[src/rtl/sdram_mcb_pkg.sv]
package sdram_mcb_pkg;

  localparam int data_w             = 16;   // sdram dq width
  localparam int addr_w             = 24;   // word address
  localparam int len_w              = 24;   // job length in words
  localparam int bank_w             = 2;
  localparam int row_w              = 13;
  localparam int col_w              = 9;
  localparam int col_span           = 512;  // words per row
  localparam int fifo_depth         = 1024;
  localparam int cnt_w              = 11;   // holds 0..1024
  localparam int rd_room_limit      = 1023; // read fifo must stay below this
  localparam int stage_w            = 10;   // one stage is at most col_span
  localparam int almost_full_margin = 4;

  // scheduler state codes
  localparam logic [1:0] sch_idle = 2'd0;
  localparam logic [1:0] sch_req  = 2'd1; // request held until first ack
  localparam logic [1:0] sch_xfer = 2'd2; // remaining beats
  localparam logic [1:0] sch_cplt = 2'd3; // stage_end cycle

  // one address word, seen flat for stepping or split for the row end
  typedef union packed {
    logic [addr_w-1:0] flat;
    struct packed {
      logic [bank_w-1:0] bank;
      logic [row_w-1:0]  row;
      logic [col_w-1:0]  col;
    } f;
  } mcb_addr_u;

endpackage
[src/rtl/mcb_stage_if.sv]
`timescale 1ns/1ps
interface mcb_stage_if;

  logic                                   pending;    // job loaded, words left
  logic                                   can_start;  // fifo can serve the whole stage
  sdram_mcb_pkg::mcb_addr_u               stage_addr;
  logic [sdram_mcb_pkg::stage_w-1:0]      stage_len;
  logic                                   start;      // scheduler took the stage
  logic                                   beat;       // one word moved
  logic                                   stage_end;  // last beat was one cycle ago

  modport channel (
    output pending, can_start, stage_addr, stage_len,
    input  start, stage_end
  );

  modport sched (
    input  can_start, stage_addr, stage_len,
    output start, beat, stage_end
  );

endinterface

[src/rtl/mcb_job_channel.sv]
`timescale 1ns/1ps
module mcb_job_channel #(
  parameter bit is_read = 1'b0  // selects the fifo room rule
) (
  input  logic                             clk_sdram,
  input  logic                             rst_n,
  input  logic                             load_valid,
  output logic                             load_ready,
  input  sdram_mcb_pkg::mcb_addr_u         load_addr,
  input  logic [sdram_mcb_pkg::len_w-1:0]  load_len,
  input  logic                             init_done,
  input  logic [sdram_mcb_pkg::cnt_w-1:0]  fifo_count,
  output logic                             done,
  mcb_stage_if.channel                     stage
);

  sdram_mcb_pkg::mcb_addr_u               addr;       // next stage start
  logic [sdram_mcb_pkg::len_w-1:0]        remaining;  // words still to move
  logic [sdram_mcb_pkg::stage_w-1:0]      row_room;   // words to end of row
  logic [sdram_mcb_pkg::cnt_w:0]          rd_sum;     // read fifo after the stage
  logic                                   busy;       // stage handed out
  logic                                   take;
  logic                                   last_stage;
  logic                                   room_ok;

  assign load_ready = init_done && !stage.pending;
  assign take       = load_valid && load_ready;

  // stage never crosses the row end
  assign row_room = sdram_mcb_pkg::stage_w'(sdram_mcb_pkg::col_span) -
                    sdram_mcb_pkg::stage_w'(addr.f.col);
  assign stage.stage_len  = (remaining < sdram_mcb_pkg::len_w'(row_room)) ?
                            remaining[sdram_mcb_pkg::stage_w-1:0] : row_room;
  assign stage.stage_addr = addr;
  assign last_stage = (remaining == sdram_mcb_pkg::len_w'(stage.stage_len));

  assign rd_sum = fifo_count + stage.stage_len;
  // read needs space left, write needs the whole stage buffered
  assign room_ok = is_read ?
                   (rd_sum < (sdram_mcb_pkg::cnt_w + 1)'(sdram_mcb_pkg::rd_room_limit)) :
                   (fifo_count >= sdram_mcb_pkg::cnt_w'(stage.stage_len));
  assign stage.can_start = stage.pending && !busy && room_ok;

  always_ff @(posedge clk_sdram or negedge rst_n) begin
    if (!rst_n) begin
      stage.pending <= 1'b0;
      busy          <= 1'b0;
      done          <= 1'b0;
    end else begin
      done <= stage.stage_end && last_stage;  // one cycle after final stage_end
      if (take) begin
        stage.pending <= 1'b1;
      end else if (stage.stage_end && last_stage) begin
        stage.pending <= 1'b0;
      end
      if (stage.start) begin
        busy <= 1'b1;
      end else if (stage.stage_end) begin
        busy <= 1'b0;
      end
    end
  end

  // address and length only move at load or stage_end
  always_ff @(posedge clk_sdram) begin
    if (take) begin
      addr      <= load_addr;
      remaining <= load_len;
    end else if (stage.stage_end) begin
      addr.flat <= addr.flat + sdram_mcb_pkg::addr_w'(stage.stage_len);
      remaining <= remaining - sdram_mcb_pkg::len_w'(stage.stage_len);
    end
  end

endmodule

[src/flat_wrapper.sv]
// flat-port wrapper written by rule: the top's interface ports become plain ports
module mcb_job_channel_flat 
#(
  parameter bit is_read = 1'b0                               
)
  (clk_sdram, rst_n, load_valid, load_ready, load_addr, load_len, init_done, fifo_count, done, stage_pending, stage_can_start, stage_stage_addr, stage_stage_len, stage_start, stage_stage_end);
  mcb_stage_if stage_i ();
  input  logic clk_sdram;
  input  logic rst_n;
  input  logic load_valid;
  output logic load_ready;
  input  sdram_mcb_pkg::mcb_addr_u load_addr;
  input  logic [sdram_mcb_pkg::len_w-1:0] load_len;
  input  logic init_done;
  input  logic [sdram_mcb_pkg::cnt_w-1:0] fifo_count;
  output logic done;
  output wire logic [$bits(stage_i.pending)-1:0] stage_pending;
  output wire logic [$bits(stage_i.can_start)-1:0] stage_can_start;
  output wire logic [$bits(stage_i.stage_addr)-1:0] stage_stage_addr;
  output wire logic [$bits(stage_i.stage_len)-1:0] stage_stage_len;
  input wire logic [$bits(stage_i.start)-1:0] stage_start;
  input wire logic [$bits(stage_i.stage_end)-1:0] stage_stage_end;
  assign stage_pending = stage_i.pending;
  assign stage_can_start = stage_i.can_start;
  assign stage_stage_addr = stage_i.stage_addr;
  assign stage_stage_len = stage_i.stage_len;
  assign stage_i.start = stage_start;
  assign stage_i.stage_end = stage_stage_end;
  mcb_job_channel #(.is_read(is_read)) u_core (.clk_sdram(clk_sdram), .rst_n(rst_n), .load_valid(load_valid), .load_ready(load_ready), .load_addr(load_addr), .load_len(load_len), .init_done(init_done), .fifo_count(fifo_count), .done(done), .stage(stage_i));
endmodule
[config.mk]
export PLATFORM = sky130hd
export DESIGN_NAME = mcb_job_channel_flat
export DESIGN_NICKNAME = d
export VERILOG_FILES = /design/src/rtl/sdram_mcb_pkg.sv /design/src/rtl/mcb_stage_if.sv /design/src/rtl/mcb_job_channel.sv /design/src/flat_wrapper.sv
export SDC_FILE = /design/constraint.sdc
export NUM_CORES = 1
export LEC_CHECK = 0
export BUFFER_PORTS_ARGS = -buffer_cell sky130_fd_sc_hd__buf_2
export CELL_PAD_IN_SITES_DETAIL_PLACEMENT = 1
export CELL_PAD_IN_SITES_GLOBAL_PLACEMENT = 1
export CORE_MARGIN = 2
export CORE_UTILIZATION = 41
export CTS_CLUSTER_DIAMETER = 60
export DETAILED_ROUTE_END_ITERATION = 7
export PLACE_DENSITY = 0.86
export SLEW_MARGIN = 5
export SYNTH_ARGS = -nofsm -noshare
export SYNTH_HDL_FRONTEND = slang
export SYNTH_SLANG_ARGS = --single-unit
export TNS_END_PERCENT = 1
[constraint.sdc]
create_clock -name clk_sdram -period 5.1 [get_ports clk_sdram]
set_input_delay 0.51 -clock clk_sdram [delete_from_list [all_inputs] [get_ports clk_sdram]]
set_output_delay 0.51 -clock clk_sdram [all_outputs]
set_load 0.005 [all_outputs]
### Word-level counts from Yosys, hierarchy flattened

Index checks and enable logic that the tools add are counted.
W data, S select, Z words.

* flip-flop bits (word level): 51
* bits in latches: 0
* bits in writable memories: 0
* ROM bits: 0
* output and inout port bits: 38
* word-level logic and storage cells: 30
* memories: 0

* $add $sub $neg: 3
* $mul: 0
* divide/modulo/power cells: 0
* magnitude comparators: 2
* eq/ne operators: 1
* shift operators: 0
* muxes and demuxes: 9
* bitwise operators: 0
* reductions and logical operators: 10

Operator list (count)
* $mux W24: 4
* $add A24 B10 Y24: 1
* $eq A24 B10 Y1: 1
* $lt A24 B10 Y1: 1
* $sub A24 B10 Y24: 1
* $ge A11 B10 Y1: 1
* $mux W10: 1
* $sub A10 B9 Y10 const A: 1
* $reduce_bool A2 Y1: 3
* $logic_and A1 B1 Y1: 5
* $mux W1: 4
* $logic_not A1 Y1: 2

### Depth between registers and ports, before layout

* depth after elaboration: 7
* depth in mapped cells: 22

### Least setup slack after synthesis

Ideal clock, no wire load.

* path kind: reg2reg
* start: register u_core.addr (netlist bit u_core.stage.stage_addr[3])
* end: register u_core.remaining[23] in the netlist's numbering (data pin)
* library setup time: 259 ps
* data arrival time: 4533 ps
* slack: 308 ps
* stages on the path, launching flop included: 23
* path buffers: 3
* period minus slack after synthesis: 4792 ps
* cell sequence: edfxtp_1 -> nor3_1 -> nand2b_1 -> nor2_1 -> nand2_1 -> xor2_1 -> inv_1 -> ha_1 -> and3_2 -> a221o_2 -> a31oi_1 -> o21a_1 -> buf_6 -> buf_12 -> mux2i_1 -> ha_1 -> clkbuf_1 -> a21oi_1 -> o21ai_0 -> or4_1 -> a21oi_1 -> a21oi_1 -> a211o_1

* cells in the longest elaborated chain, start to end: 6

Ends and longest elaborated chain
* start: declaration: RTL line mcb_job_channel.sv:17 `sdram_mcb_pkg::mcb_addr_u addr;`
* start signal: assignment: RTL line mcb_job_channel.sv:67 `addr <= load_addr;`
* $sub A10 B9 Y10 *: RTL line mcb_job_channel.sv:30 `assign row_room = sdram_mcb_pkg::stage_w'(sdram_mcb_pkg::col_span) -`
* $lt A24 B10 Y1: RTL line mcb_job_channel.sv:32 `assign stage.stage_len = (remaining < sdram_mcb_pkg::len_w'(row_room)) ?`
* $mux W10 *: RTL line mcb_job_channel.sv:32
* $sub A24 B10 Y24 *: RTL line mcb_job_channel.sv:71 `remaining <= remaining - sdram_mcb_pkg::len_w'(stage.stage_len);`
* $mux W24 *: RTL line mcb_job_channel.sv:69 `end else if (stage.stage_end) begin`
* $mux W24 *: RTL line mcb_job_channel.sv:66 `if (take) begin`
* end signal: assignment: RTL line mcb_job_channel.sv:68 `remaining <= load_len;`
* end signal: assignment: RTL line mcb_job_channel.sv:71
* end: declaration: RTL line mcb_job_channel.sv:18 `logic [sdram_mcb_pkg::len_w-1:0] remaining;`

Mark *: on every way between the ends. The rest lies on a longest branch, timed or not. The select of a mux whose other input is x is not followed.
A chain may end at the register's enable or synchronous reset.

### Worst setup path after layout

* start: register u_core.addr (netlist bit u_core.stage.stage_addr[2])
* end: register u_core.remaining[19] in the netlist's numbering (data pin)

Same word-level chain as after synthesis.

==> results_dict.tcl <==
set metrics [dict create \
    status "finished with violations" \
    violations "setup timing" \
    start_util_pct 42.1 \
    instances_no_fill 742 \
    cp.arrival_ps 5240 \
    combinationalPowerShare_pct 71.3 \
    clockPowerShare_pct 6.5 \
    startpoint_type "flip-flop" \
    core.rowCount 37 \
    finalHoldWorstSlack_ps 358 \
    dp_hpwl_mm 10.4 \
    seq_area_frac_synth_pct 34.9 \
    dr.first_iter.drc_count 140 \
    syn_nets 583 \
    ys.flop_type "edfxtp_1" \
    path_class "reg -> reg" \
    antenna_left 0 \
    async_flop_share_pct 5.88 \
    clk_path_buf_depth 2 \
    synth_cell_types 55 \
    grt_pass1_vias 4477 \
    cp.required_ps 5190 \
    grt_overflow 0 \
    cts_sinks 51 \
    num-nets-final 712 \
    power_uw 4090 \
    htree_levels 2 \
    powerDensity_nw_per_um2 746 \
    worstMarginPinSlew_ps 1000 \
    place_inst 726 \
    period_minus_slack_ps 5160 \
    end_kind "flip-flop" \
    syn-instance-count 476 \
    clockRootBuffer "clkbuf_8" \
    cp_max_fo 11 \
    worstHoldPathType "in -> reg" \
    drive_gt1_share_pct 31.5 \
    syn_area_per_cell_sq_um 9.12 \
    die_y_um 107 \
    r2r_cells 21 \
    maxSlewViolCount 0 \
    slew_headroom_pct 33.1 \
    gp_congestion 0.872 \
    min_from "stage_start" \
    wl_per_cell_um 19.7 \
    reg2reg_from "u_core.stage.stage_addr[2]$_DFFE_PP_" \
    clk_pin_slew_ps 120 \
    clk_latency_ps 330 \
    maxCapViolCount 0 \
    rsz0062_at_grt "true" \
    p_sw_uw 1980 \
    sw_frac_of_total_pct 48.4 \
    final_common_cell "buf_2" \
    pre_cts_slack_ps -249 \
    grt_pass1_wl_mm 22.0 \
    route.detailed.drc 0 \
    antenna_found_initial 0 \
    cts_buffers 5 \
    wl_mm 14.6 \
    reg2reg_slack_ps -60 \
    die_x_um 107 \
    dieArea_sq_um 11400 \
    layout_common_cells "buf_2 (102), nand2_1 (52), edfxtp_1 (48), ha_1 (39)" \
    skew_ps 11.4 \
    hold_depth 2 \
    core_region_area_sq_um 10300 \
    peakVddDrop_v 0.000313 \
    max_freq_mhz 194 \
    dr.pass1.iters 4 \
    p_seq_share_pct 22.2 \
    netlist_area_sq_um 4340 \
    intPower_uw 2110 \
    vias_per_cell 5.63 \
    grt_max_degree 51 \
    cellLeakagePower_uw 0.00227 \
    hold_violations 0 \
    ys_seq_elements 51 \
    grt_util_all_layers_pct 24.2 \
    fillers 1253 \
    io_pins 103 \
    synth_edf_count 48 \
    setup_viol 4 \
    via_count 4177 \
    syn2layout_area_growth_pct 26.3 \
    cts_tree "yes" \
    worst_slack_ps -55.2 \
    finalSetupTns_ps -173 \
    r2r_end "u_core.remaining[19]$_DFFE_PP_" \
    antennaDiodeCount 0 \
    ys.warnings.count 0 \
    period_share_pct 101 \
    port_buffers 102 \
    min_to "u_core.busy$_DFFE_PN0P_" \
]
critical path, stage by stage (launching register included):
cell and delay [ps]:
edfxtp_1 430, nor3_2 230, nand2b_1 150, nor2_2 150, nand2_2 90, xor2_2 180
inv_1 70, ha_1 310, and3_2 240, a221o_2 370, a31oi_4 180, o21a_4 230
buf_8 180, mux2i_2 350, ha_1 360, a21oi_1 250, nand2b_1 90, or4_4 470
a21oi_2 180, buf_4 160, a31o_2 150, nand3_1 70
power by group through the flow:
stage	Clock (uW)	Sequential (uW)	Combinational, uW
final	266	907	2920
after global routing	280	923	3200
after CTS	262	890	2660
after detailed placement	0	892	2570
after global placement	0	880	2420
after floorplan	0	867	1730
registers in the layout, indices dropped and copies added (netlist names):
name and count:
u_core.busy 1, u_core.done 1, u_core.remaining 24, u_core.stage.pending 1, u_core.stage.stage_addr 24
worst max-delay path by stage:
stage,cells after the start,start,slack [ps],end
2_1_floorplan,22,u_core.stage.stage_addr[3]$_DFFE_PP_,310,u_core.remaining[23]$_DFFE_PP_
6_report,21,u_core.stage.stage_addr[2]$_DFFE_PP_,-60,u_core.remaining[19]$_DFFE_PP_
5_1_grt,21,u_core.stage.stage_addr[2]$_DFFE_PP_,-260,u_core.remaining[15]$_DFFE_PP_
3_5_place_dp,20,u_core.stage.stage_addr[4]$_DFFE_PP_,-250,u_core.remaining[15]$_DFFE_PP_
4_1_cts,20,u_core.stage.stage_addr[1]$_DFFE_PP_,-10,stage_can_start
3_3_place_gp,20,u_core.stage.stage_addr[4]$_DFFE_PP_,30,u_core.remaining[15]$_DFFE_PP_
cell type report:
| type | count | area (sq um) | share of cell area [%] |
|---|---|---|---|
| multi-input combinational | 389 | 2850 | 51.9 |
| sequential | 51 | 1520 | 27.6 |
| timing repair buffer | 136 | 776 | 14.1 |
| tap | 136 | 170 | 3.10 |
| inverter | 22 | 82.6 | 1.51 |
| clock buffer | 5 | 68.8 | 1.25 |
| clock inverter | 3 | 23.8 | 0.433 |
routing by layer:
layer  share of wire (%)  vias up  track usage [%]
li1                    -     2002                -
met1                  42     2016             29.5
met2                  51      120             42.9
met3                 3.5       39             3.28
met4                 3.0        0             10.1
met5                   0        -                0
per-stage QoR:
stage / cell area, sq um / util [%]
6_report: 5490 / 53.1
5_1_grt: 5490 / 53.1
4_1_cts: 5320 / 51.5
3_5_place_dp: 5150 / 49.8
3_3_place_gp: 5150 / 49.8
2_1_floorplan: 4340 / -
logic make-up (layout without fill, tap and decap cells):
family / Yosys count / in the layout / share of synthesized area (%)
AOI/OAI and AO/OA: 125 / 125 / 17.7
xor gates and xnor gates: 43 / 43 / 8.67
adders and majority gates: 42 / 42 / 12.4
buffers and inverters: 36 / 166 / 3.66
DFF: 51 / 51 / 34.9
muxes: 20 / 20 / 4.84
and+or+nand+nor: 159 / 159 / 17.8
synth_stat cells (all sizes together) (4+ instances only):
library cell / number / area, sq um
xor2: 24 / 210
inv: 22 / 82.6
a21o: 8 / 60.1
o21a: 4 / 30.0
xnor2: 19 / 166
a21oi: 37 / 185
a211oi: 9 / 72.6
ha: 40 / 500
nand3: 13 / 65.1
nand4: 8 / 50.1
nand2: 54 / 203
and3: 4 / 27.5
a21boi: 4 / 30.0
edfxtp: 48 / 1440
a211o: 5 / 43.8
nor2b: 4 / 25.0
mux2: 8 / 90.1
clkbuf: 11 / 41.3
nand2b: 7 / 43.8
mux2i: 12 / 120
nor3: 11 / 55.1
nor2: 40 / 150
o21ai: 42 / 210
repair_timing:
item,4_1_cts,5_1_grt
endpoints found under the hold margin,3,0
hold buffers,1,0
buffers inserted,2,5
setup endpoints to repair,16,35
resized for setup,13,28
pin swaps,1,7
Power figures use the tool's default switching activity.
