$ cat src/rtl/sdram_mcb_pkg.sv
package sdram_mcb_pkg;

  localparam int data_w             = 16;   // sdram dq width
  localparam int addr_w             = 24;   // word address
  localparam int len_w              = 24;   // job length in words
  localparam int bank_w             = 2;
  localparam int row_w              = 13;
  localparam int col_w              = 9;
  localparam int col_span           = 512;  // words per row
  localparam int fifo_depth         = 1024;
  localparam int cnt_w              = 11;   // holds 0..1024
  localparam int rd_room_limit      = 1023; // read fifo must stay below this
  localparam int stage_w            = 10;   // one stage is at most col_span
  localparam int almost_full_margin = 4;

  // scheduler state codes
  localparam logic [1:0] sch_idle = 2'd0;
  localparam logic [1:0] sch_req  = 2'd1; // request held until first ack
  localparam logic [1:0] sch_xfer = 2'd2; // remaining beats
  localparam logic [1:0] sch_cplt = 2'd3; // stage_end cycle

  // one address word, seen flat for stepping or split for the row end
  typedef union packed {
    logic [addr_w-1:0] flat;
    struct packed {
      logic [bank_w-1:0] bank;
      logic [row_w-1:0]  row;
      logic [col_w-1:0]  col;
    } f;
  } mcb_addr_u;

endpackage
$ cat src/rtl/mcb_stage_if.sv
`timescale 1ns/1ps
interface mcb_stage_if;

  logic                                   pending;    // job loaded, words left
  logic                                   can_start;  // fifo can serve the whole stage
  sdram_mcb_pkg::mcb_addr_u               stage_addr;
  logic [sdram_mcb_pkg::stage_w-1:0]      stage_len;
  logic                                   start;      // scheduler took the stage
  logic                                   beat;       // one word moved
  logic                                   stage_end;  // last beat was one cycle ago

  modport channel (
    output pending, can_start, stage_addr, stage_len,
    input  start, stage_end
  );

  modport sched (
    input  can_start, stage_addr, stage_len,
    output start, beat, stage_end
  );

endinterface

$ cat src/rtl/mcb_scheduler.sv
`timescale 1ns/1ps
module mcb_scheduler (
  input  logic                               clk_sdram,
  input  logic                               rst_n,
  mcb_stage_if.sched                         wr_stage,
  mcb_stage_if.sched                         rd_stage,
  output logic                               burst_wr_req,
  output logic                               burst_rd_req,
  output sdram_mcb_pkg::mcb_addr_u           burst_addr,
  output logic [sdram_mcb_pkg::stage_w-1:0]  burst_len,
  input  logic                               burst_wr_ack,
  input  logic                               burst_rd_ack
);

  logic [1:0]                        state;
  logic                              sel_rd;    // stage in flight is a read
  logic [sdram_mcb_pkg::stage_w-1:0] beat_cnt;  // acks seen this stage
  logic                              idle;
  logic                              pick_rd;
  logic                              pick_wr;
  logic                              in_burst;
  logic                              ack;
  logic                              last_beat;

  assign idle     = (state == sdram_mcb_pkg::sch_idle);
  assign pick_rd  = idle && rd_stage.can_start;                        // reads win
  assign pick_wr  = idle && !rd_stage.can_start && wr_stage.can_start;
  assign rd_stage.start = pick_rd;
  assign wr_stage.start = pick_wr;

  assign in_burst = (state == sdram_mcb_pkg::sch_req) ||
                    (state == sdram_mcb_pkg::sch_xfer);
  assign ack      = sel_rd ? burst_rd_ack : burst_wr_ack;  // only the active side counts
  assign last_beat = in_burst && ack && ((beat_cnt + 1'b1) == burst_len);

  // beats go straight to the fifos
  assign rd_stage.beat = in_burst && sel_rd && burst_rd_ack;
  assign wr_stage.beat = in_burst && !sel_rd && burst_wr_ack;

  assign rd_stage.stage_end = (state == sdram_mcb_pkg::sch_cplt) && sel_rd;
  assign wr_stage.stage_end = (state == sdram_mcb_pkg::sch_cplt) && !sel_rd;

  always_ff @(posedge clk_sdram or negedge rst_n) begin
    if (!rst_n) begin
      state        <= sdram_mcb_pkg::sch_idle;
      sel_rd       <= 1'b0;
      beat_cnt     <= '0;
      burst_wr_req <= 1'b0;
      burst_rd_req <= 1'b0;
    end else begin
      case (state)
        sdram_mcb_pkg::sch_idle: begin
          if (pick_rd || pick_wr) begin
            state        <= sdram_mcb_pkg::sch_req;
            sel_rd       <= pick_rd;
            beat_cnt     <= '0;
            burst_rd_req <= pick_rd;  // request rises a cycle after start
            burst_wr_req <= pick_wr;
          end
        end
        sdram_mcb_pkg::sch_req: begin
          if (ack) begin
            burst_rd_req <= 1'b0;  // drop on first ack
            burst_wr_req <= 1'b0;
            beat_cnt     <= beat_cnt + 1'b1;
            state        <= last_beat ? sdram_mcb_pkg::sch_cplt : sdram_mcb_pkg::sch_xfer;
          end
        end
        sdram_mcb_pkg::sch_xfer: begin
          if (ack) begin
            beat_cnt <= beat_cnt + 1'b1;
            if (last_beat) state <= sdram_mcb_pkg::sch_cplt;
          end
        end
        default: begin
          state <= sdram_mcb_pkg::sch_idle;  // stage_end issued here
        end
      endcase
    end
  end

  // latch the stage at start, held through the last ack
  always_ff @(posedge clk_sdram) begin
    if (pick_rd) begin
      burst_addr <= rd_stage.stage_addr;
      burst_len  <= rd_stage.stage_len;
    end else if (pick_wr) begin
      burst_addr <= wr_stage.stage_addr;
      burst_len  <= wr_stage.stage_len;
    end
  end

endmodule

$ cat src/flat_wrapper.sv
// flat-port wrapper written by rule: the top's interface ports become plain ports
module mcb_scheduler_flat 
  (clk_sdram, rst_n, burst_wr_req, burst_rd_req, burst_addr, burst_len, burst_wr_ack, burst_rd_ack, wr_stage_can_start, wr_stage_stage_addr, wr_stage_stage_len, wr_stage_start, wr_stage_beat, wr_stage_stage_end, rd_stage_can_start, rd_stage_stage_addr, rd_stage_stage_len, rd_stage_start, rd_stage_beat, rd_stage_stage_end);
  mcb_stage_if wr_stage_i ();
  mcb_stage_if rd_stage_i ();
  input  logic clk_sdram;
  input  logic rst_n;
  output logic burst_wr_req;
  output logic burst_rd_req;
  output sdram_mcb_pkg::mcb_addr_u burst_addr;
  output logic [sdram_mcb_pkg::stage_w-1:0] burst_len;
  input  logic burst_wr_ack;
  input  logic burst_rd_ack;
  input wire logic [$bits(wr_stage_i.can_start)-1:0] wr_stage_can_start;
  input wire logic [$bits(wr_stage_i.stage_addr)-1:0] wr_stage_stage_addr;
  input wire logic [$bits(wr_stage_i.stage_len)-1:0] wr_stage_stage_len;
  output wire logic [$bits(wr_stage_i.start)-1:0] wr_stage_start;
  output wire logic [$bits(wr_stage_i.beat)-1:0] wr_stage_beat;
  output wire logic [$bits(wr_stage_i.stage_end)-1:0] wr_stage_stage_end;
  input wire logic [$bits(rd_stage_i.can_start)-1:0] rd_stage_can_start;
  input wire logic [$bits(rd_stage_i.stage_addr)-1:0] rd_stage_stage_addr;
  input wire logic [$bits(rd_stage_i.stage_len)-1:0] rd_stage_stage_len;
  output wire logic [$bits(rd_stage_i.start)-1:0] rd_stage_start;
  output wire logic [$bits(rd_stage_i.beat)-1:0] rd_stage_beat;
  output wire logic [$bits(rd_stage_i.stage_end)-1:0] rd_stage_stage_end;
  assign wr_stage_i.can_start = wr_stage_can_start;
  assign wr_stage_i.stage_addr = wr_stage_stage_addr;
  assign wr_stage_i.stage_len = wr_stage_stage_len;
  assign wr_stage_start = wr_stage_i.start;
  assign wr_stage_beat = wr_stage_i.beat;
  assign wr_stage_stage_end = wr_stage_i.stage_end;
  assign rd_stage_i.can_start = rd_stage_can_start;
  assign rd_stage_i.stage_addr = rd_stage_stage_addr;
  assign rd_stage_i.stage_len = rd_stage_stage_len;
  assign rd_stage_start = rd_stage_i.start;
  assign rd_stage_beat = rd_stage_i.beat;
  assign rd_stage_stage_end = rd_stage_i.stage_end;
  mcb_scheduler u_core (.clk_sdram(clk_sdram), .rst_n(rst_n), .wr_stage(wr_stage_i), .rd_stage(rd_stage_i), .burst_wr_req(burst_wr_req), .burst_rd_req(burst_rd_req), .burst_addr(burst_addr), .burst_len(burst_len), .burst_wr_ack(burst_wr_ack), .burst_rd_ack(burst_rd_ack));
endmodule
$ cat config.mk
export PLATFORM = sky130hd
export DESIGN_NAME = mcb_scheduler_flat
export DESIGN_NICKNAME = d
export VERILOG_FILES = /design/src/rtl/sdram_mcb_pkg.sv /design/src/rtl/mcb_stage_if.sv /design/src/rtl/mcb_scheduler.sv /design/src/flat_wrapper.sv
export SDC_FILE = /design/constraint.sdc
export NUM_CORES = 1
export LEC_CHECK = 0
export BUFFER_PORTS_ARGS = -buffer_cell sky130_fd_sc_hd__buf_2
export CAP_MARGIN = 15
export CORE_ASPECT_RATIO = 1.1
export CORE_UTILIZATION = 48
export DETAILED_ROUTE_END_ITERATION = 6
export PLACE_DENSITY = 0.89
export REMOVE_ABC_BUFFERS = 1
export SLEW_MARGIN = 10
export SYNTH_ARGS = -nofsm -noshare
export SYNTH_HDL_FRONTEND = slang
export SYNTH_SLANG_ARGS = --single-unit
$ cat constraint.sdc
create_clock -name clk_sdram -period 3.7 [get_ports clk_sdram]
set_input_delay 0.37 -clock clk_sdram [delete_from_list [all_inputs] [get_ports clk_sdram]]
set_output_delay 0.37 -clock clk_sdram [all_outputs]
set_load 0.03 [all_outputs]
=== Yosys cells after proc, flatten, opt, wreduce, memory -nomap -nowiden ===
Cells that the tools add are included.

* Bits in registers: 49
* Output and inout bits: 42

* $add $sub $neg: 1
* Eq/ne operators: 9
* Muxes and demuxes: 19
* Reduce and logical (&&, ||, !) cells: 24

{| class="wikitable"
|+ Operators with widths
! operator !! number
|-
| $mux 24 || 2
|-
| $mux 10 || 4
|-
| $pmux 10 s2 || 1
|-
| $logic_and 1x1->1 || 11
|-
| $add 10x1->10 const B || 1
|-
| $eq 10x10->1 || 1
|-
| $mux 2 || 4
|-
| $ne 2x1->1 const B || 4
|-
| $pmux 2 s3 || 1
|-
| $reduce_and 3->1 || 2
|-
| $reduce_bool 2->1 || 3
|-
| $mux 1 || 5
|-
| $eq 2x2->1 const B || 2
|-
| $pmux 1 s2 || 2
|-
| $reduce_and 4->1 || 1
|-
| $eq 2x1->1 const B || 1
|-
| $logic_not 1->1 || 2
|-
| $logic_not 2->1 || 1
|-
| $logic_or 1x1->1 || 2
|-
| $ne 2x2->1 const B || 1
|-
| $reduce_and 2->1 || 1
|-
| $reduce_or 2->1 || 1
|}

=== Logic depth before layout (Yosys ltp) ===
Gate-level depths: netlist of the first run.

* Word-level depth: 7
* Gate-level depth with buffers: 9

=== Worst setup path after synthesis of the first run ===
Ideal clock, no wire load.

* Path type: register -> register
* Start: register u_core.state[0]
* End: register u_core.burst_addr[0] (netlist name) (enable)
* Arrival: 2.442 ns
* Slack: 0.829 ns
* Cell stages (with the launch flop): 5
* Path through: dfrtp_1 inv_1 ha_1 clkbuf_1 nor2b_1

* Longest elaborated chain between the ends: 4

{| class="wikitable"
|+ Ends and longest elaborated chain
! item !! line !! source
|-
| from (decl) || mcb_scheduler.sv:15 || <nowiki>logic [1:0] state;</nowiki>
|-
| from (signal assigned) || mcb_scheduler.sv:45 || <nowiki>state <= sdram_mcb_pkg::sch_idle;</nowiki>
|-
| from (signal assigned) || mcb_scheduler.sv:54 || <nowiki>state <= sdram_mcb_pkg::sch_req;</nowiki>
|-
| from (signal assigned) || mcb_scheduler.sv:66 || <nowiki>state <= last_beat ? sdram_mcb_pkg::sch_cplt : sdram_mcb_pkg::sch_xfer;</nowiki>
|-
| $logic_not 2->1 * || mcb_scheduler.sv:25 || <nowiki>assign idle = (state == sdram_mcb_pkg::sch_idle);</nowiki>
|-
| $logic_and 1x1->1 (2 in series) || mcb_scheduler.sv:27 || <nowiki>assign pick_wr = idle && !rd_stage.can_start && wr_stage.can_start;</nowiki>
|-
| $reduce_bool 2->1 (no source line) * || n/a ||
|-
| to (signal assigned) || mcb_scheduler.sv:85 || <nowiki>burst_addr <= rd_stage.stage_addr;</nowiki>
|-
| to (signal assigned) || mcb_scheduler.sv:88 || <nowiki>burst_addr <= wr_stage.stage_addr;</nowiki>
|-
| to (decl) || mcb_scheduler.sv:9 || <nowiki>output sdram_mcb_pkg::mcb_addr_u burst_addr,</nowiki>
|}

Every way passes the cells marked *; elsewhere a longest branch is shown, timed or not.
A chain may end at the register's enable or synchronous reset.

=== Worst setup path after layout of the first run ===
* Start: register u_core.state[1]
* End: register u_core.state[1]

* Longest elaborated chain between the ends: 6

{| class="wikitable"
|+ Ends and longest elaborated chain
! item !! line
|-
| $eq 2x1->1 (tied with other cells) || mcb_scheduler.sv:31, mcb_scheduler.sv:51
|-
| $logic_or 1x1->1 / $logic_and 1x1->1 (equally long branches) || mcb_scheduler.sv:31, mcb_scheduler.sv:27
|-
| $logic_and 1x1->1 (on tied branches) || mcb_scheduler.sv:34, mcb_scheduler.sv:27
|-
| $logic_and 1x1->1 / $logic_or 1x1->1 (equally long branches) || mcb_scheduler.sv:34, mcb_scheduler.sv:53
|-
| $ne 2x1->1 (no source line) / $ne 2x2->1 (equally long branches) || n/a
|-
| $reduce_and 4->1 (no source line) || n/a
|}

Parallel ways exist; a longest one is shown, timed or not.

==> flow_metrics.py, run 1 <==
metrics = {
    "global_route": {
        "grt_pass1_vias": 2196,
        "overflow": 0,
        "track_usage_pct": 23.5,
        "antenna_found_initial": 0,
        "grt_max_degree": 36,
        "grt_pass1_wl_mm": 10.2,
    },
    "drt": {
        "ant_nets": 0,
        "vias": 2167,
        "drt_iter0_drc": 95,
        "drt_wl_total_mm": 6.69,
        "wl_per_cell_um": 16.5,
        "first_pass_iters": 4,
        "vias_per_cell": 5.35,
        "drcViolationCount": 0,
    },
    "floorplanning": {
        "die_w_um": 72.8,
        "core_um2": 5360,
        "std_cell_rows": 28,
        "pin_count": 116,
        "dieArea_um2": 5820,
        "start_util_pct": 49.4,
        "dieHeight_um": 79.9,
    },
    "clock_tree": {
        "cts_tree": "yes",
        "numCtsBuffers": 5,
        "clockBufferDepth": 2,
        "clk_latency_ns": 0.30,
        "htreeDepth": 2,
        "postCtsSetupBuffers": 0,
        "clkTransAtPathRegs_ns": 0.09,
        "clkSinkCount": 49,
        "root_buffer": "clkbuf_8",
    },
    "setup_path": {
        "ff2ff_setup_slack_ns": 1.42,
        "cp-end-kind": "register",
        "cp.arrival_ns": 2.47,
        "critical_path_required_ns": 3.89,
        "cp_max_fo": 16,
        "rr_worst_depth": 7,
        "start_kind": "register",
        "worst-setup-path-type": "reg2reg",
    },
    "synthesis": {
        "synth_cells": 215,
        "syn_avg_cell_area_um2": 12.3,
        "synth-xor-area-share_pct": 3.64,
        "synth_compound_area_share_pct": 9.78,
        "synth_area_leaders": "edfxtp_1 39%, mux2_2 15%, dfrtp_1 14%",
        "ys_types": 47,
        "yosys.area_share.adder_pct": 2.36,
        "yosysTopAreaCell": "edfxtp_1",
        "synth_mux_area_share_pct": 16.6,
        "synth_edf_count": 34,
        "yosys.area_share.simple_pct": 11.8,
        "synth_top_family_by_area": "multiplexers",
        "yosys_warnings": 0,
        "seq_area_frac_synth_pct": 52.7,
        "synth-async-reset-ratio_pct": 30.6,
        "syn_area_um2": 2650,
        "synth.most_common_cell": "mux2_2",
        "synth_ff_type": "edfxtp_1",
        "ys_top_cells_by_count": "35 x mux2_2, 34 x edfxtp_1, 18 x nand2_1",
        "synth.top_cell.area_share_pct": 38.6,
        "yosys_register_bits": 49,
    },
    "sta": {
        "setup-tns-final_ns": 0,
        "finalSetupViolations": 0,
        "fmax_mhz": 439,
        "hold_viol_final": 0,
        "rsz0062_at_grt": "false",
        "clock_skew_ns": 0.00979,
        "finalCriticalPeriod_ns": 2.28,
        "drv_slew": 0,
        "slew_headroom_pct": 37.6,
        "finalCritPeriodShare_pct": 61.6,
        "tightest_slew_ns": 0.935,
    },
    "placement": {
        "io_buffers": 115,
        "dp_hpwl_mm": 4.86,
        "dp.cells": 396,
        "gp_congestion": 0.875,
    },
    "pwr": {
        "leakage_uw": 0.00155,
        "p_per_area_nw_per_um2": 742,
        "vdd_drop_max_mv": 0.431,
        "power_frac_clock_pct": 15.8,
        "seq_power_share_pct": 36.5,
        "pwr-share-comb_pct": 47.7,
        "power.internal_uw": 1440,
        "p_switching_uw": 1090,
        "netSwitchingFraction_pct": 43.0,
    },
    "outcome": {
        "status": "completed",
    },
    "finish": {
        "syn_to_final_growth_pct": 28.8,
        "antenna_cells": 0,
        "nets": 408,
        "layout-drive-gt1-share_pct": 50.3,
        "final_cells": 405,
    },
    "min_path": {
        "holdPathStages": 3,
        "hold_path.class": "in2reg",
    },
    "run": {
        "cap_violations": 0,
    },
}
==> metrics by stage <==
step	hold WS (ns)	total power, µW	utilization [%]	cell area, µm²	worst slack [ns]
finish	0.310	2530	63.6	3410	1.42
global route	0.348	2660	63.6	3410	1.31
CTS	0.306	2530	63.6	3410	1.42
detailed placement	0.303	2120	61.3	3280	1.47
global placement	0.305	2070	61.3	3280	1.63
floorplan	0.0744	1760	-	2590	0.931
==> power groups by stage <==
| stage | Combinational, µW | Clock (µW) | Sequential (µW) |
|---|---|---|---|
| CTS | 1210 | 401 | 921 |
| global route | 1300 | 421 | 940 |
| finish | 1210 | 400 | 925 |
| floorplan | 624 | 0 | 1140 |
| detailed placement | 1190 | 0 | 929 |
| global placement | 1150 | 0 | 919 |
==> kinds of logic after synthesis <==
logic type,after synthesis
xor gates and xnor gates,11
DFF,49
muxes,39
buffers and inverters,18
and+or+nand+nor,57
AOI/OAI and AO/OA,36
adders and majority gates,5
==> cell type report <==
cell class | instances | area [µm²]
fill | 411 | 1950
sequential | 49 | 1400
multi-input combinational | 148 | 1180
timing repair buffer | 118 | 601
tap | 75 | 93.8
clock buffer | 5 | 68.8
clock inverter | 3 | 47.5
inverter | 7 | 26.3
==> worst paths after layout <==
| check | start | endpoint |
|---|---|---|
| setup / recovery | u_core.state[1] | u_core.state[1] |
| hold / removal | rd_stage_can_start | u_core.sel_rd |
| setup reg to reg | u_core.state[1] | u_core.state[1] |
| hold reg to reg | u_core.burst_wr_req | u_core.burst_wr_req |
| max in group asynchronous | rst_n | u_core.beat_cnt[1] |
| min in group asynchronous | rst_n | u_core.burst_rd_req |
==> layout by cell type (no fill, tap or decap), types with 2 or more instances in the layout <==
master	instances
a22oi_1	2
and3_1	3
nor2_1	8
edfxtp_1	34
inv_6	2
o21ai_0	12
clkbuf_8	5
nand2b_1	5
a21o_1	2
or3_1	2
ha_1	5
and4_1	2
mux2i_1	3
buf_4	2
a22o_1	9
xnor2_1	6
nand3_1	2
mux2_2	35
xor2_1	5
dfrtp_1	15
buf_2	115
nand2_1	18
nor4_1	2
nor2b_1	2
inv_1	7
nor3_1	3
==> registers in the layout, indices dropped and copies added, names as in the netlist <==
| signal | flops |
|---|---|
| u_core.burst_addr | 24 |
| u_core.beat_cnt | 10 |
| u_core.burst_len | 10 |
| u_core.state | 2 |
| u_core.burst_rd_req | 1 |
| u_core.burst_wr_req | 1 |
| u_core.sel_rd | 1 |
==> routing by layer <==
| metal | vias up | GRT usage, % | routed length (µm) |
|---|---|---|---|
| met1 | 1020 | 25.5 | 2430 |
| met5 | - | 0 | 0 |
| met4 | 0 | 8.63 | 174 |
| met3 | 16 | 8.96 | 634 |
| met2 | 104 | 41.3 | 3450 |
| li1 | 1027 | - | - |
==> critical path, cell delays in order (launching register included) <==
cell and delay, ns:
dfrtp_1 0.42, inv_1 0.09, ha_1 0.62, nand2_1 0.11, nor4_1 0.25, and4_1 0.28, a21oi_2 0.09, mux2_4 0.31
==> what timing repair did <==
item	4_1_cts	5_1_grt
endpoints found under the hold margin	15	0
hold buffers	1	0
resized for setup	0	0
No activity file was read; power rests on OpenSTA's default activity.
==> run 2: changes to the inputs <==
==> constraint.sdc (replaced) <==
create_clock -name clk_sdram -period 2.2 [get_ports clk_sdram]
set_input_delay 0.22 -clock clk_sdram [delete_from_list [all_inputs] [get_ports clk_sdram]]
set_output_delay 0.22 -clock clk_sdram [all_outputs]
set_load 0.03 [all_outputs]
==> run 2 against run 1 <==
Via count increased by 1.2%. Fmax increased by 7.6%. Flip-flop and latch count unchanged. Global-route usage increased by 0.20 points. Final cell count increased by 0.99%. Setup slack got worse by 1.3 ns. Clock power increased by 47%. Combinational power increased by 81%. Critical path type unchanged. Highest routed layer unchanged.
==> flow_metrics.py, run 2 (same netlist as run 1, synthesis figures left out) <==
metrics = {
    "pwr": {
        "p_per_area_nw_per_um2": 1250,
        "seq_power_share_pct": 35.6,
        "leakage_uw": 0.00158,
        "p_switching_uw": 1850,
        "netSwitchingFraction_pct": 42.8,
        "power_frac_clock_pct": 13.6,
        "pwr-share-comb_pct": 50.8,
        "vdd_drop_max_mv": 0.732,
        "power.internal_uw": 2470,
    },
    "floorplanning": {
        "std_cell_rows": 28,
        "core_um2": 5360,
        "dieArea_um2": 5820,
        "start_util_pct": 49.4,
        "pin_count": 116,
        "die_w_um": 72.8,
        "dieHeight_um": 79.9,
    },
    "global_route": {
        "grt_max_degree": 36,
        "antenna_found_initial": 0,
        "grt_pass1_vias": 2248,
        "track_usage_pct": 23.7,
        "overflow": 0,
        "grt_pass1_wl_mm": 10.4,
    },
    "min_path": {
        "hp-start": "rd_stage_stage_addr[9]",
        "hold_path.class": "in2reg",
        "min_to": "u_core.burst_addr[9]",
        "holdPathStages": 2,
    },
    "setup_path": {
        "cp.arrival_ns": 2.32,
        "r2r-end": "u_core.state[1]",
        "cp-end-kind": "register",
        "r2r-start": "u_core.beat_cnt[3]",
        "start_kind": "register",
        "worst-setup-path-type": "reg2reg",
        "critical_path_required_ns": 2.40,
        "ff2ff_setup_slack_ns": 0.08,
        "cp_max_fo": 11,
        "rr_worst_depth": 6,
    },
    "sta": {
        "finalCritPeriodShare_pct": 96.2,
        "drv_slew": 0,
        "hold_viol_final": 0,
        "fmax_mhz": 472,
        "fin_ws_ns": 0.0826,
        "clock_skew_ns": 0.00561,
        "rsz0062_at_grt": "false",
        "finalCriticalPeriod_ns": 2.12,
        "slew_headroom_pct": 73.9,
        "finalSetupViolations": 0,
        "tightest_slew_ns": 0.392,
    },
    "placement": {
        "gp_congestion": 0.897,
        "dp.cells": 400,
        "io_buffers": 115,
        "post-place-ws_ns": 0.124,
        "dp_hpwl_mm": 5.05,
    },
    "clock_tree": {
        "clk_latency_ns": 0.31,
        "htreeDepth": 2,
        "root_buffer": "clkbuf_8",
        "clkSinkCount": 49,
        "cts_tree": "yes",
        "clockBufferDepth": 2,
        "clkTransAtPathRegs_ns": 0.10,
        "numCtsBuffers": 5,
        "postCtsSetupBuffers": 0,
    },
    "finish": {
        "nets": 412,
        "final_cell_mix": "115 x buf_2, 35 x mux2_2, 34 x edfxtp_1",
        "largest_reg_flops": 24,
        "top_register": "u_core.burst_addr",
        "layout-drive-gt1-share_pct": 51.2,
        "antenna_cells": 0,
        "final_common_cell": "buf_2",
        "syn_to_final_growth_pct": 30.8,
        "fin_util_pct": 64.6,
        "final_cells": 409,
        "reg.largest.list": "u_core.burst_addr x24, u_core.beat_cnt x10, u_core.burst_len x10",
    },
    "drt": {
        "drcViolationCount": 0,
        "drt_wl_total_mm": 6.62,
        "vias": 2193,
        "ant_nets": 0,
        "drt_iter0_drc": 194,
        "first_pass_iters": 5,
        "wl_per_cell_um": 16.2,
        "vias_per_cell": 5.36,
    },
    "outcome": {
        "status": "completed",
    },
    "run": {
        "cap_violations": 0,
    },
}
==> run 2: what timing repair did <==
item,CTS,global route
setup endpoints to repair,0,1
gates resized for setup,0,1
hold endpoints to repair,15,0
hold buffers,1,0
==> run 2: layer usage <==
layer / GRT usage (%) / vias to the layer above / wire, µm
met5: 0 / - / 0
met4: 9.61 / 0 / 116
met3: 7.32 / 13 / 516
met2: 40.3 / 97 / 3500
met1: 27.6 / 1054 / 2490
li1: - / 1029 / -
==> run 2: worst max-delay path by stage <==
stage / slack [ns] / to / from
after global routing: 0.003 / u_core.state[1] / u_core.beat_cnt[3]
after CTS: 0.11 / u_core.state[1] / u_core.beat_cnt[2]
after detailed placement: 0.12 / u_core.state[1] / u_core.beat_cnt[2]
after global placement: 0.23 / u_core.state[1] / u_core.beat_cnt[2]
final: 0.08 / u_core.state[1] / u_core.beat_cnt[3]
after floorplan: -0.57 / u_core.burst_addr[0] / u_core.state[0]
==> run 2: per-stage QoR <==
step           power, µW  TNS [ns]  hold WS, ns  area, µm²
6_report            4320         0        0.204       3460
5_1_grt             4560         0        0.192       3460
4_1_cts             4310         0        0.199       3460
3_5_place_dp        3720         0        0.160       3350
3_3_place_gp        3640         0        0.153       3350
2_1_floorplan       2970    -19.39      -0.0756       2590
==> run 2: layout make-up <==
class,instances,area [µm²]
fill,388,1900
sequential,49,1400
inverter,7,26.3
multi-input combinational,148,1180
timing repair buffer,122,668
tap,75,93.8
clock buffer,6,82.6
clock inverter,2,17.5
==> run 2: power groups by stage <==
stage / Combinational, µW / Clock (µW) / Sequential (µW)
floorplan: 1050 / 0 / 1920
global placement: 2110 / 0 / 1530
detailed placement: 2170 / 0 / 1550
CTS: 2190 / 591 / 1530
global route: 2350 / 640 / 1570
finish: 2190 / 588 / 1540
==> run 2: worst max-delay path, stage by stage, from the launching register on <==
cell	delay, ns
dfrtp_1	0.59
nand4_2	0.19
nor3_2	0.34
o31ai_1	0.12
and4_1	0.25
a21oi_2	0.21
mux2_4	0.31
==> run 3: changes to the inputs <==
--- a/config.mk
+++ b/config.mk
@@ -10,7 +10,7 @@
 export CORE_ASPECT_RATIO = 1.1
 export CORE_UTILIZATION = 48
 export DETAILED_ROUTE_END_ITERATION = 6
-export PLACE_DENSITY = 0.89
+export PLACE_DENSITY = 0.81
 export REMOVE_ABC_BUFFERS = 1
 export SLEW_MARGIN = 10
 export SYNTH_ARGS = -nofsm -noshare
==> run 3 against run 2 <==
Clock power is 11% lower. Fmax is 3.1% higher. Non-clock buffer count is 1 higher. Routed wire length is 7.7% lower. Via count is 2.9% lower. First-iteration DRC count is 1.0% lower. Global-route usage is 1.3 points lower.
==> flow_metrics.py, run 3 (same netlist as run 1, synthesis figures left out) <==
metrics = {
    "pwr": {
        "p_per_area_nw_per_um2": 1230,
        "leakage_uw": 0.00157,
        "vdd_drop_max_mv": 0.773,
        "p_total_uw": 4250,
    },
    "placement": {
        "dp.cells": 401,
        "dpl-instance-area_um2": 3360,
        "dp_hpwl_mm": 4.83,
        "io_buffers": 115,
        "gp_congestion": 0.848,
    },
    "floorplanning": {
        "core_um2": 5360,
        "die_w_um": 72.8,
        "dieHeight_um": 79.9,
        "std_cell_rows": 28,
        "pin_count": 116,
        "start_util_pct": 49.4,
        "dieArea_um2": 5820,
    },
    "global_route": {
        "grt_max_degree": 36,
        "top_usage_layer": "met2",
        "grt_pass1_vias": 2156,
        "grt_pass1_wl_mm": 9.84,
        "grt_use_met2_pct": 39.2,
        "track_usage_pct": 22.4,
        "antenna_found_initial": 0,
        "overflow": 0,
        "use_met1_pct": 26.2,
        "grt_util_met3_pct": 7.83,
    },
    "clock_tree": {
        "cts_tree": "yes",
        "clk_latency_ns": 0.30,
        "postCtsSetupBuffers": 0,
        "root_buffer": "clkbuf_8",
        "numCtsBuffers": 5,
        "clkSinkCount": 49,
        "htreeDepth": 2,
        "clockBufferDepth": 2,
        "clkTransAtPathRegs_ns": 0.09,
    },
    "sta": {
        "finalCritPeriodShare_pct": 93.3,
        "fmax_mhz": 487,
        "slew_headroom_pct": 73.2,
        "finalSetupViolations": 0,
        "clock_skew_ns": 0.00596,
        "drv_slew": 0,
        "tightest_slew_ns": 0.403,
        "finalCriticalPeriod_ns": 2.05,
        "setup-tns-final_ns": 0,
        "hold_viol_final": 0,
        "rsz0062_at_grt": "false",
    },
    "outcome": {
        "status": "completed",
    },
    "drt": {
        "vias_per_cell": 5.20,
        "drt_iter0_drc": 192,
        "drcViolationCount": 0,
        "wl_per_cell_um": 14.9,
        "ant_nets": 0,
        "drt_wl_total_mm": 6.11,
        "vias": 2130,
        "first_pass_iters": 4,
    },
    "setup_path": {
        "slowest_delay_ns": 0.59,
        "crit_path_cell_trace": "nand4_2, nor3_2, o31ai_1, and4_1, a21oi_2, mux2_4",
        "critPathSlowestCell": "dfrtp_1",
        "critPathBufInv": 0,
        "cp_max_fo": 11,
        "critical_path_depth": 6,
        "crit_family": "simple AND/OR/NAND/NOR gates",
        "worst-setup-path-type": "reg2reg",
        "cp.arrival_ns": 2.25,
        "start_kind": "register",
        "critical_path_required_ns": 2.39,
        "cp-end-kind": "register",
        "rr_worst_depth": 6,
    },
    "finish": {
        "final_cells": 410,
        "top_register": "u_core.burst_addr",
        "final_area_um2": 3460,
        "final_cell_mix": "115 x buf_2, 35 x mux2_2, 34 x edfxtp_1",
        "reg.largest.list": "u_core.burst_addr x24, u_core.beat_cnt x10, u_core.burst_len x10",
        "final_common_cell": "buf_2",
        "nets": 413,
        "final.fill_count": 435,
        "largest_reg_flops": 24,
        "layout-drive-gt1-share_pct": 51.0,
        "syn_to_final_growth_pct": 30.7,
        "fin_util_pct": 64.5,
        "antenna_cells": 0,
    },
    "run": {
        "cap_violations": 0,
    },
    "min_path": {
        "holdPathStages": 2,
        "hold_path.class": "in2reg",
    },
}
run 3: worst reg2reg max path, delay by kind of cell, from the launching register on:
family / cells / cell delay, ns
and+or+nand+nor: 3 / 0.75
DFF: 1 / 0.59
muxes: 1 / 0.31
AOI/OAI and AO/OA: 2 / 0.31
run 3: worst paths after layout:
check,start,to,slack (ns)
worst max-delay path,u_core.beat_cnt[3],u_core.state[1],0.15
worst min-delay path,wr_stage_stage_addr[22],u_core.burst_addr[22],0.22
worst max register to register,u_core.beat_cnt[3],u_core.state[1],0.15
worst min register to register,u_core.burst_wr_req,u_core.burst_wr_req,0.53
max in group asynchronous,rst_n,u_core.beat_cnt[3],1.57
min in group asynchronous,rst_n,u_core.beat_cnt[8],0.36
run 3: what timing repair did:
item / CTS / global route
hold buffers: 1 / 0
gates resized for setup: 0 / 1
setup endpoints to repair: 0 / 1
hold endpoints to repair: 15 / 0
run 3: area by class of cell:
type                       count  area, µm²  area share, %
sequential                    49       1400           40.4
multi-input combinational    148       1180           34.1
timing repair buffer         123        676           19.5
tap                           75       93.8           2.71
clock buffer                   6       72.6           2.10
inverter                       7       26.3          0.759
clock inverter                 2       15.0          0.434
run 3: per-layer routing:
metal | share of wire [%] | routed length [µm]
met2 | 52 | 3210
met1 | 38 | 2350
met5 | 0 | 0
met3 | 8.0 | 491
met4 | 1.1 | 68
run 3: per-stage QoR:
stage,worst slack (ns),hold WS (ns)
final,0.147,0.216
after global routing,0.0119,0.209
after CTS,0.154,0.211
after detailed placement,0.167,0.162
after global placement,0.241,0.161
after floorplan,-0.569,-0.0756
run 3: power breakdown:
group / leakage (µW) / switching (µW) / internal, µW
logic: 0.00102 / 1300 / 894
registers: 0.000516 / 192 / 1340
clock network: 0.0000374 / 299 / 224
total: 0.00157 / 1790 / 2460
